==> src/verilog/cfi_pkg.sv <==
`default_nettype none

package cfi_pkg;

    //////////////////////////////////////////////////////////////////////
    // widths and constants
    //////////////////////////////////////////////////////////////////////

    localparam int XLEN              = 32;
    localparam int REG_ADDR_W        = 5;
    localparam int IMM_W             = 12;
    // all ones in the count means a direct call with no count given
    localparam int ARGS_W            = 9;
    localparam int SS_DEPTH          = 8;
    // the pointer keeps counting past the array so overflow can be undone
    localparam int SS_PTR_W          = 5;
    localparam int SS_IDX_W          = $clog2(SS_DEPTH);
    localparam int FAULT_HOLD_CYCLES = 32;
    localparam int HOLD_CNT_W        = $clog2(FAULT_HOLD_CYCLES);
    localparam logic [1:0] PAD_TAG   = 2'd2;
    localparam logic [REG_ADDR_W-1:0] LINK_REG_RA = 5'd1;
    localparam logic [REG_ADDR_W-1:0] LINK_REG_T0 = 5'd5;

    //////////////////////////////////////////////////////////////////////
    // record types
    //////////////////////////////////////////////////////////////////////

    typedef enum logic [1:0] {
        OP_JAL   = 2'd0,
        OP_JALR  = 2'd1,
        OP_ADD   = 2'd2,
        OP_OTHER = 2'd3
    } instr_op_e;

    // only the two access faults are ever raised by the guard
    typedef enum logic [3:0] {
        CAUSE_NONE               = 4'd0,
        CAUSE_INSTR_ACCESS_FAULT = 4'd1,
        CAUSE_LD_ACCESS_FAULT    = 4'd5
    } exc_cause_e;

    // one retiring instruction, ex_valid is set when it trapped on its own
    typedef struct packed {
        logic [XLEN-1:0]       pc;
        instr_op_e             op;
        logic [REG_ADDR_W-1:0] rd;
        logic [REG_ADDR_W-1:0] rs1;
        logic [IMM_W-1:0]      imm;
        logic                  ex_valid;
    } commit_instr_t;

    typedef struct packed {
        logic            valid;
        exc_cause_e      cause;
        logic [XLEN-1:0] tval;
    } cfi_exception_t;

    //////////////////////////////////////////////////////////////////////
    // instruction classification
    //////////////////////////////////////////////////////////////////////

    function automatic logic commit_retires(logic valid, commit_instr_t instr);
        return valid && !instr.ex_valid;
    endfunction

    function automatic logic is_link_reg(logic [REG_ADDR_W-1:0] idx);
        return (idx == LINK_REG_RA) || (idx == LINK_REG_T0);
    endfunction

    function automatic logic is_call(commit_instr_t instr);
        return ((instr.op == OP_JAL) || (instr.op == OP_JALR)) && is_link_reg(instr.rd);
    endfunction

    // a return discards the link and jumps through ra or t0
    function automatic logic is_return(commit_instr_t instr);
        return (instr.op == OP_JALR) && (instr.rd == '0) && is_link_reg(instr.rs1);
    endfunction

    function automatic logic is_landing_pad(commit_instr_t instr);
        return (instr.op == OP_ADD) && (instr.rd == '0) && (instr.rs1 == '0) &&
               (instr.imm[1:0] == PAD_TAG);
    endfunction

    // imm[11] marks a variadic pad, imm[10:2] holds its declared arity
    function automatic logic pad_args_ok(commit_instr_t instr, logic [ARGS_W-1:0] nb_args);
        logic [ARGS_W-1:0] pad_args;
        pad_args = instr.imm[10:2];
        if (nb_args == '1) begin
            return 1'b1;
        end
        if (instr.imm[11]) begin
            return pad_args >= nb_args;
        end
        return pad_args == nb_args;
    endfunction

endpackage

`default_nettype wire
==> src/verilog/cfi_guard_top.sv <==
`default_nettype none

module cfi_guard_top import cfi_pkg::*; (
    input  logic              clk_i,
    input  logic              rst_ni,
    // one retiring instruction per cycle, never stalled
    input  logic              commit_valid_i,
    input  commit_instr_t     commit_instr_i,
    input  logic              cfi_en_i,
    input  logic [ARGS_W-1:0] csr_nb_args_i,
    output cfi_exception_t    exception_o,
    output logic              cfi_alert_o,
    output logic              args_clear_o
);

    logic            push;
    logic [XLEN-1:0] push_addr;
    logic            pop;
    logic [XLEN-1:0] top_addr;
    logic            top_valid;
    cfi_exception_t  ret_fault;
    cfi_exception_t  fwd_fault;

    // landing pad check after every call
    forward_edge_fsm u_forward_edge_fsm (
        .clk_i          (clk_i),
        .rst_ni         (rst_ni),
        .commit_valid_i (commit_valid_i),
        .commit_instr_i (commit_instr_i),
        .cfi_en_i       (cfi_en_i),
        .csr_nb_args_i  (csr_nb_args_i),
        .fwd_fault_o    (fwd_fault),
        .args_clear_o   (args_clear_o)
    );

    // return target check against the shadow stack
    return_edge_fsm u_return_edge_fsm (
        .clk_i          (clk_i),
        .rst_ni         (rst_ni),
        .commit_valid_i (commit_valid_i),
        .commit_instr_i (commit_instr_i),
        .cfi_en_i       (cfi_en_i),
        .top_addr_i     (top_addr),
        .top_valid_i    (top_valid),
        .push_o         (push),
        .push_addr_o    (push_addr),
        .pop_o          (pop),
        .ret_fault_o    (ret_fault)
    );

    return_stack u_return_stack (
        .clk_i       (clk_i),
        .rst_ni      (rst_ni),
        .push_i      (push),
        .push_addr_i (push_addr),
        .pop_i       (pop),
        .top_addr_o  (top_addr),
        .top_valid_o (top_valid)
    );

    fault_hold_timer u_fault_hold_timer (
        .clk_i       (clk_i),
        .rst_ni      (rst_ni),
        .ret_fault_i (ret_fault),
        .fwd_fault_i (fwd_fault),
        .exception_o (exception_o),
        .cfi_alert_o (cfi_alert_o)
    );

endmodule

`default_nettype wire

==> src/verilog/fault_hold_timer.sv <==
`default_nettype none

module fault_hold_timer import cfi_pkg::*; (
    input  logic           clk_i,
    input  logic           rst_ni,
    input  cfi_exception_t ret_fault_i,
    input  cfi_exception_t fwd_fault_i,
    output cfi_exception_t exception_o,
    output logic           cfi_alert_o
);

    cfi_exception_t          fault_win;
    cfi_exception_t          exc_q;
    logic                    alert_q;
    // cycles left in the hold after the current one
    logic [HOLD_CNT_W-1:0]   hold_cnt_q;

    // a broken return outranks a missing landing pad
    assign fault_win = ret_fault_i.valid ? ret_fault_i : fwd_fault_i;

    //////////////////////////////////////////////////////////////////////
    // capture and hold
    //////////////////////////////////////////////////////////////////////

    always_ff @(posedge clk_i) begin
        if (!rst_ni) begin
            exc_q      <= '0;
            alert_q    <= 1'b0;
            hold_cnt_q <= '0;
        end else if (fault_win.valid) begin
            // a fresh fault always restarts the window
            exc_q      <= fault_win;
            alert_q    <= 1'b1;
            hold_cnt_q <= HOLD_CNT_W'(FAULT_HOLD_CYCLES - 1);
        end else begin
            alert_q <= 1'b0;
            if (hold_cnt_q != '0) begin
                hold_cnt_q <= hold_cnt_q - 1'b1;
            end else begin
                exc_q <= '0;
            end
        end
    end

    assign exception_o = exc_q;
    assign cfi_alert_o = alert_q;

    // the alert marks the first cycle of a visible record
    a_alert_has_record: assert property (@(posedge clk_i) disable iff (!rst_ni)
        cfi_alert_o |-> exception_o.valid);

endmodule

`default_nettype wire

==> src/verilog/return_stack.sv <==
`default_nettype none

module return_stack import cfi_pkg::*; (
    input  logic            clk_i,
    input  logic            rst_ni,
    input  logic            push_i,
    input  logic [XLEN-1:0] push_addr_i,
    input  logic            pop_i,
    output logic [XLEN-1:0] top_addr_o,
    output logic            top_valid_o
);

    logic [XLEN-1:0]     mem_q [SS_DEPTH];
    // counts every live call, even those that found the array full
    logic [SS_PTR_W-1:0] sp_q;
    logic [SS_PTR_W-1:0] top_idx;
    logic                full;

    assign full    = sp_q >= SS_PTR_W'(SS_DEPTH);
    assign top_idx = sp_q - 1'b1;

    //////////////////////////////////////////////////////////////////////
    // pointer
    //////////////////////////////////////////////////////////////////////

    always_ff @(posedge clk_i) begin
        if (!rst_ni) begin
            sp_q <= '0;
        end else if (push_i) begin
            sp_q <= sp_q + 1'b1;
        end else if (pop_i && (sp_q != '0)) begin
            // a pop on an empty stack is simply dropped
            sp_q <= sp_q - 1'b1;
        end
    end

    //////////////////////////////////////////////////////////////////////
    // storage
    //////////////////////////////////////////////////////////////////////

    // calls beyond the depth are counted but their address is lost
    always_ff @(posedge clk_i) begin
        if (push_i && !full) begin
            mem_q[sp_q[SS_IDX_W-1:0]] <= push_addr_i;
        end
    end

    // the top is trusted only while the pointer names a stored entry
    assign top_valid_o = (sp_q != '0) && (sp_q <= SS_PTR_W'(SS_DEPTH));
    assign top_addr_o  = mem_q[top_idx[SS_IDX_W-1:0]];

    // deep recursion must not fold the pointer back into range
    a_sp_no_wrap: assert property (@(posedge clk_i) disable iff (!rst_ni)
        push_i |=> (sp_q != '0));

endmodule

`default_nettype wire

==> src/verilog/return_edge_fsm.sv <==
`default_nettype none

module return_edge_fsm import cfi_pkg::*; (
    input  logic            clk_i,
    input  logic            rst_ni,
    input  logic            commit_valid_i,
    input  commit_instr_t   commit_instr_i,
    input  logic            cfi_en_i,
    // current top of the shadow stack, read before any pop lands
    input  logic [XLEN-1:0] top_addr_i,
    input  logic            top_valid_i,
    output logic            push_o,
    output logic [XLEN-1:0] push_addr_o,
    output logic            pop_o,
    output cfi_exception_t  ret_fault_o
);

    typedef enum logic {
        RET_IDLE,
        RET_WAIT_TARGET
    } ret_state_e;

    ret_state_e     state_q, state_d;
    cfi_exception_t fault_q, fault_d;
    // expected target of the return in flight
    logic [XLEN-1:0] target_q;
    logic            target_valid_q;
    logic            retire;

    assign retire = cfi_en_i && commit_retires(commit_valid_i, commit_instr_i);

    //////////////////////////////////////////////////////////////////////
    // stack requests, they act on the edge that samples the instruction
    //////////////////////////////////////////////////////////////////////

    assign push_o      = retire && is_call(commit_instr_i);
    assign pop_o       = retire && is_return(commit_instr_i);
    assign push_addr_o = commit_instr_i.pc + XLEN'(4);

    always_comb begin
        state_d = state_q;
        fault_d = '0;
        if (!cfi_en_i) begin
            state_d = RET_IDLE;
        end else if (retire) begin
            if (state_q == RET_WAIT_TARGET) begin
                // an empty or overflowed stack leaves nothing to compare
                if (target_valid_q && (commit_instr_i.pc != target_q)) begin
                    fault_d.valid = 1'b1;
                    fault_d.cause = CAUSE_INSTR_ACCESS_FAULT;
                    fault_d.tval  = commit_instr_i.pc;
                end
            end
            // the landing instruction may itself be a return
            if (pop_o) begin
                state_d = RET_WAIT_TARGET;
            end else begin
                state_d = RET_IDLE;
            end
        end
    end

    always_ff @(posedge clk_i) begin
        if (!rst_ni) begin
            state_q        <= RET_IDLE;
            fault_q        <= '0;
            target_valid_q <= 1'b0;
        end else begin
            state_q <= state_d;
            fault_q <= fault_d;
            if (pop_o) begin
                target_valid_q <= top_valid_i;
            end
        end
    end

    always_ff @(posedge clk_i) begin
        if (pop_o) begin
            target_q <= top_addr_i;
        end
    end

    assign ret_fault_o = fault_q;

    // the stack pointer would lose track if both moved in one cycle
    a_push_pop_excl: assert property (@(posedge clk_i) disable iff (!rst_ni)
        !(push_o && pop_o));

endmodule

`default_nettype wire

==> src/verilog/forward_edge_fsm.sv <==
`default_nettype none

module forward_edge_fsm import cfi_pkg::*; (
    input  logic              clk_i,
    input  logic              rst_ni,
    input  logic              commit_valid_i,
    input  commit_instr_t     commit_instr_i,
    input  logic              cfi_en_i,
    // arity written by software ahead of an indirect call
    input  logic [ARGS_W-1:0] csr_nb_args_i,
    output cfi_exception_t    fwd_fault_o,
    output logic              args_clear_o
);

    typedef enum logic {
        FWD_IDLE,
        FWD_WAIT_PAD
    } fwd_state_e;

    fwd_state_e     state_q, state_d;
    cfi_exception_t fault_q, fault_d;
    logic           args_clear_q, args_clear_d;
    logic           retire;
    logic           pad_good;

    assign retire   = commit_retires(commit_valid_i, commit_instr_i);
    assign pad_good = is_landing_pad(commit_instr_i) &&
                      pad_args_ok(commit_instr_i, csr_nb_args_i);

    //////////////////////////////////////////////////////////////////////
    // next state and judgement of the slot after a call
    //////////////////////////////////////////////////////////////////////

    always_comb begin
        state_d      = state_q;
        fault_d      = '0;
        args_clear_d = 1'b0;
        if (!cfi_en_i) begin
            // guard off, keep the argument register parked at all ones
            state_d      = FWD_IDLE;
            args_clear_d = 1'b1;
        end else if (retire) begin
            case (state_q)
                FWD_IDLE: begin
                    if (is_call(commit_instr_i)) begin
                        state_d = FWD_WAIT_PAD;
                    end
                end
                FWD_WAIT_PAD: begin
                    // the count is consumed by this slot whatever it holds
                    args_clear_d = 1'b1;
                    if (!pad_good) begin
                        fault_d.valid = 1'b1;
                        fault_d.cause = CAUSE_LD_ACCESS_FAULT;
                        fault_d.tval  = commit_instr_i.pc;
                    end
                    // a call in the pad slot opens a new window right away
                    if (is_call(commit_instr_i)) begin
                        state_d = FWD_WAIT_PAD;
                    end else begin
                        state_d = FWD_IDLE;
                    end
                end
                default: state_d = FWD_IDLE;
            endcase
        end
    end

    always_ff @(posedge clk_i) begin
        if (!rst_ni) begin
            state_q      <= FWD_IDLE;
            fault_q      <= '0;
            args_clear_q <= 1'b0;
        end else begin
            state_q      <= state_d;
            fault_q      <= fault_d;
            args_clear_q <= args_clear_d;
        end
    end

    assign fwd_fault_o  = fault_q;
    assign args_clear_o = args_clear_q;

    // the enable seen at the judging edge must have been high for a fault
    a_no_fault_when_off: assert property (@(posedge clk_i) disable iff (!rst_ni)
        !$past(cfi_en_i) |-> !fwd_fault_o.valid);

endmodule

`default_nettype wire

==> config.mk <==
export PLATFORM = sky130hd
export DESIGN_NAME = cfi_guard_top
export DESIGN_NICKNAME = d
export VERILOG_FILES = /design/src/verilog/cfi_pkg.sv /design/src/verilog/cfi_guard_top.sv /design/src/verilog/fault_hold_timer.sv /design/src/verilog/return_stack.sv /design/src/verilog/return_edge_fsm.sv /design/src/verilog/forward_edge_fsm.sv
export SDC_FILE = /design/constraint.sdc
export NUM_CORES = 1
export LEC_CHECK = 0
export ABC_AREA = 1
export BUFFER_PORTS_ARGS = -buffer_cell sky130_fd_sc_hd__clkbuf_2
export CORE_UTILIZATION = 49
export CTS_CLUSTER_DIAMETER = 60
export DETAILED_ROUTE_END_ITERATION = 12
export PLACE_DENSITY = 0.78
export SLEW_MARGIN = 20
export SYNTH_ARGS = -nofsm -noshare
export SYNTH_HDL_FRONTEND = slang
export SYNTH_SLANG_ARGS = --single-unit
==> constraint.sdc <==
create_clock -name clk_i -period 4.6 [get_ports clk_i]
set_input_delay 0 -clock clk_i [delete_from_list [all_inputs] [get_ports clk_i]]
set_output_delay 0 -clock clk_i [all_outputs]
set_load 0.03 [all_outputs]
==> run summary <==
Slew headroom: 27.23%
largest net degree at the start of global routing: 105
clock buffer count from CTS: 41
most heavily used metal layer in global routing: met2
Syn Std Cell Area: 16,260 um2
maximum root-to-sink buffer count: 3
highest ir drop seen on vdd: 0.3114 mV
instance count of the mapped netlist: 1,510
vias in the first global route: 10.92k
Power Internal: 0.005999 W
Max Fanout on Critical Path: 53
LEAKAGE: 7.214 nW
number of placement rows: 66
capturing element type of the critical path: flop
most frequent cells in the layout: sky130_fd_sc_hd__edfxtp_1 (288), sky130_fd_sc_hd__nor2_1 (257), sky130_fd_sc_hd__nand2_1 (247), sky130_fd_sc_hd__o21ai_0 (128), sky130_fd_sc_hd__dfxtp_1 (114)
cell chosen for the clock root: sky130_fd_sc_hd__clkbuf_16
result of the run: finished clean
final antenna diode count: 0
XOR/XNOR share of the synthesized area: 3.171%
fraction of the mapped netlist area in adder cells: 1.154%
Routed wire per std cell: 17.97 um
height of the die: 184.1 um
arrival time at the worst endpoint: 3.71 ns
Tightest Pin Transition: 1.089 ns
layout overhead on the synthesized area: 17.43%
dominant combinational cell family by area after synthesis: simple AND/OR/NAND/NOR gates
count of nets after finishing: 1,733
post-synthesis compound-gate area fraction: 9.613%
Pre-antenna DRT Iters: 6
GRT Total Usage: 22.41%
number of warnings issued by yosys: 0
fraction of met3 tracks used by global routing: 4.406%
CP required: 4.88 ns
Vias: 11.49k
count of buffers from port buffering: 106
number of buffer and inverter stages on the critical path: 4
distinct cell type count of the synthesized netlist: 34
HPWL after DPL: 22,680 um
TritonCTS clock tree: done
total clock sinks: 403
clock latency of the later-clocked register in the worst-skew pair: 0.54 ns
CP delay by family, top: buffers and inverters
Post-route DRC: 0
peak per-stage delay on the critical path: 0.63 ns
critical path startpoint category: flop
area share of and/or/nand/nor cells after synthesis: 14.30%
share of the synthesized area in the top cell type: 53.20%
Flop pwr share: 51.3%
Final Wtd Congestion: 0.8774
period utilisation layout: 74.55%
switching pwr: 0.001631 W
cell breakdown of the critical path: clkinv_2 > ha_1 > xnor2_4 > buf_4 > inv_1 > buf_4 > nand2_1 > nand2_1
global-route track usage on met2: 36.98%
most frequent standard cell in the layout excluding fill and tap cells: sky130_fd_sc_hd__edfxtp_1
portion of netlist area occupied by mux cells: 0%
endpoints failing hold: 0
final antenna-violating net count: 0
Setup WS post-layout: 1.171 ns
DP Worst Slack: 1.176 ns
Achievable Freq: 291.6 MHz
first-pass GRT wire length: 57,920 um
area enclosed by the die boundary: 33,910 um2
cell taking the most area after synthesis: sky130_fd_sc_hd__edfxtp_1
core region area: 32,620 um2
type of the tightest min-delay check: in2reg
share of total power consumed by net switching: 21.38%
part of the power in combinational logic: 5.5%
max-cap viol count: 0
Post-Route Setup TNS: 0 ns
part of the Yosys area used for sequential elements: 67.36%
Starting Density: 49.84%
routed vias/inst: 5.424
unrepaired setup endpoints after global routing: no
global-route met1 utilization: 29.52%
post-route minimum period: 3.429 ns
post-detailed-routing wire length: 38,060 um
cell with the largest stage delay on the worst path: sky130_fd_sc_hd__clkinv_2
type of the setup path with the least slack: reg2reg
die outline width: 184.1 um
post-cts gate resize count: 0
leading post-synthesis cells by cell area: sky130_fd_sc_hd__edfxtp_1 (53%), sky130_fd_sc_hd__dfxtp_1 (14%), sky130_fd_sc_hd__nor2_1 (6.0%)
clock-pin slew on the worst setup and hold paths: 0.06 ns
Final Max Tran Viols: 0
Clk network pwr share: 43.2%
total setup violations reported at the end of the flow: 0
IO Count: 109
First DRT Iteration DRCs: 1,110
Synth Area per Inst: 10.77 um2
number of levels in the clock H-tree: 2
total power density per cell area: 399.7 nW/um2
antenna violations before repair: 1
remaining global-route overflow: 0
register bit total from synthesis: 403
worst-case clock skew: 0.01921 ns
fraction of layout cells with a size suffix above 1: 12.47%
sequential cells by signal, indices dropped and copies added (netlist names):
register                          cells
u_return_edge_fsm.target_valid_q      1
u_return_edge_fsm.ret_fault_o        33
u_fault_hold_timer.hold_cnt_q         5
u_return_edge_fsm.state_q             1
u_fault_hold_timer.cfi_alert_o        1
u_return_edge_fsm.target_q           32
u_fault_hold_timer.exception_o       34
u_forward_edge_fsm.fwd_fault_o       33
u_forward_edge_fsm.args_clear_o       1
u_return_stack.sp_q                   5
u_return_stack.mem_q                256
u_forward_edge_fsm.state_q            1
through the flow:
step | power (W) | hold WS (ns) | cell area [um2] | cells | utilization (%)
2_1_floorplan | 0.004244 | 0.09887 | 16260 | 1511 | -
3_3_place_gp | 0.004350 | 0.2962 | 17190 | 1997 | 52.71
3_5_place_dp | 0.004369 | 0.2896 | 17270 | 2000 | 52.96
4_1_cts | 0.007651 | 0.007763 | 19090 | 2118 | 58.52
5_1_grt | 0.007850 | 0.09172 | 19090 | 2118 | 58.53
6_report | 0.007630 | 0.01155 | 19090 | 2118 | 58.53
routing by layer:
metal	up-vias	share of wire, %
li1	5448	-
met1	5401	41
met2	541	47
met3	95	9.2
met4	2	2.9
met5	-	0.034
tightest hold or removal path: stages:
cell                       delay [ns]
sky130_fd_sc_hd__clkbuf_2        0.09
sky130_fd_sc_hd__nand3_1         0.09
sky130_fd_sc_hd__nor2_1          0.09
sky130_fd_sc_hd__nand4_1         0.08
sky130_fd_sc_hd__nand3_1         0.07
sky130_fd_sc_hd__nor2_1          0.08
power by group through the flow:
stage / logic, W / registers (W) / clock network [W]
final: 0.000421 / 0.00391 / 0.00330
after global routing: 0.000467 / 0.00391 / 0.00347
after CTS: 0.000418 / 0.00391 / 0.00332
after detailed placement: 0.000381 / 0.00399 / 0
after global placement: 0.000364 / 0.00399 / 0
after floorplan: 0.000257 / 0.00399 / 0
logic make-up (layout without fill, tap and decap cells):
group,count (synthesis),after routing
AO/OA/AOI/OAI,279,279
flip-flops,403,403
other,1,2
adder cells (fa/ha/maj),15,15
XOR/XNOR,58,58
AND/OR/NAND/NOR,580,580
buffers and inverters,174,339
area by class of cell:
class / count / area, um2
inverters: 97 / 365.4
fillers: 2527 / 13530
multi-input cells: 934 / 4673
clock buffers: 56 / 1177
repair buffers: 171 / 1201
flip-flops and latches: 403 / 10950
well taps: 442 / 553.0
clock inverters: 15 / 166.4
Yosys cell counts, drive strengths merged:
master	instances
ha	15
edfxtp	288
nor3	22
clkbuf	50
nor4	1
nand3b	2
nand4	12
nand3	29
a221oi	1
xor2	29
a211oi	1
a21oi	50
buf	27
o21ai	131
dfxtp	115
inv	96
xnor2	29
o22ai	64
clkinv	1
nand2	248
conb	1
nor3b	1
nor2	265
a22oi	32
repair_timing:
action                    CTS  global route
hold buffers               47             0
hold endpoints to repair   97             0
setup buffers               0             0
worst paths after layout:
check             slack, ns                                  to  cells past startpoint                               start
setup / recovery       1.17      u_return_edge_fsm.target_q[23]                      8              u_return_stack.sp_q[0]
hold / removal         0.01              u_return_stack.sp_q[2]                      6                  commit_instr_i[18]
setup reg to reg       1.17      u_return_edge_fsm.target_q[23]                      8              u_return_stack.sp_q[0]
hold reg to reg        0.46  u_fault_hold_timer.exception_o[29]                      2  u_fault_hold_timer.exception_o[29]
Power figures use the tool's default switching activity.
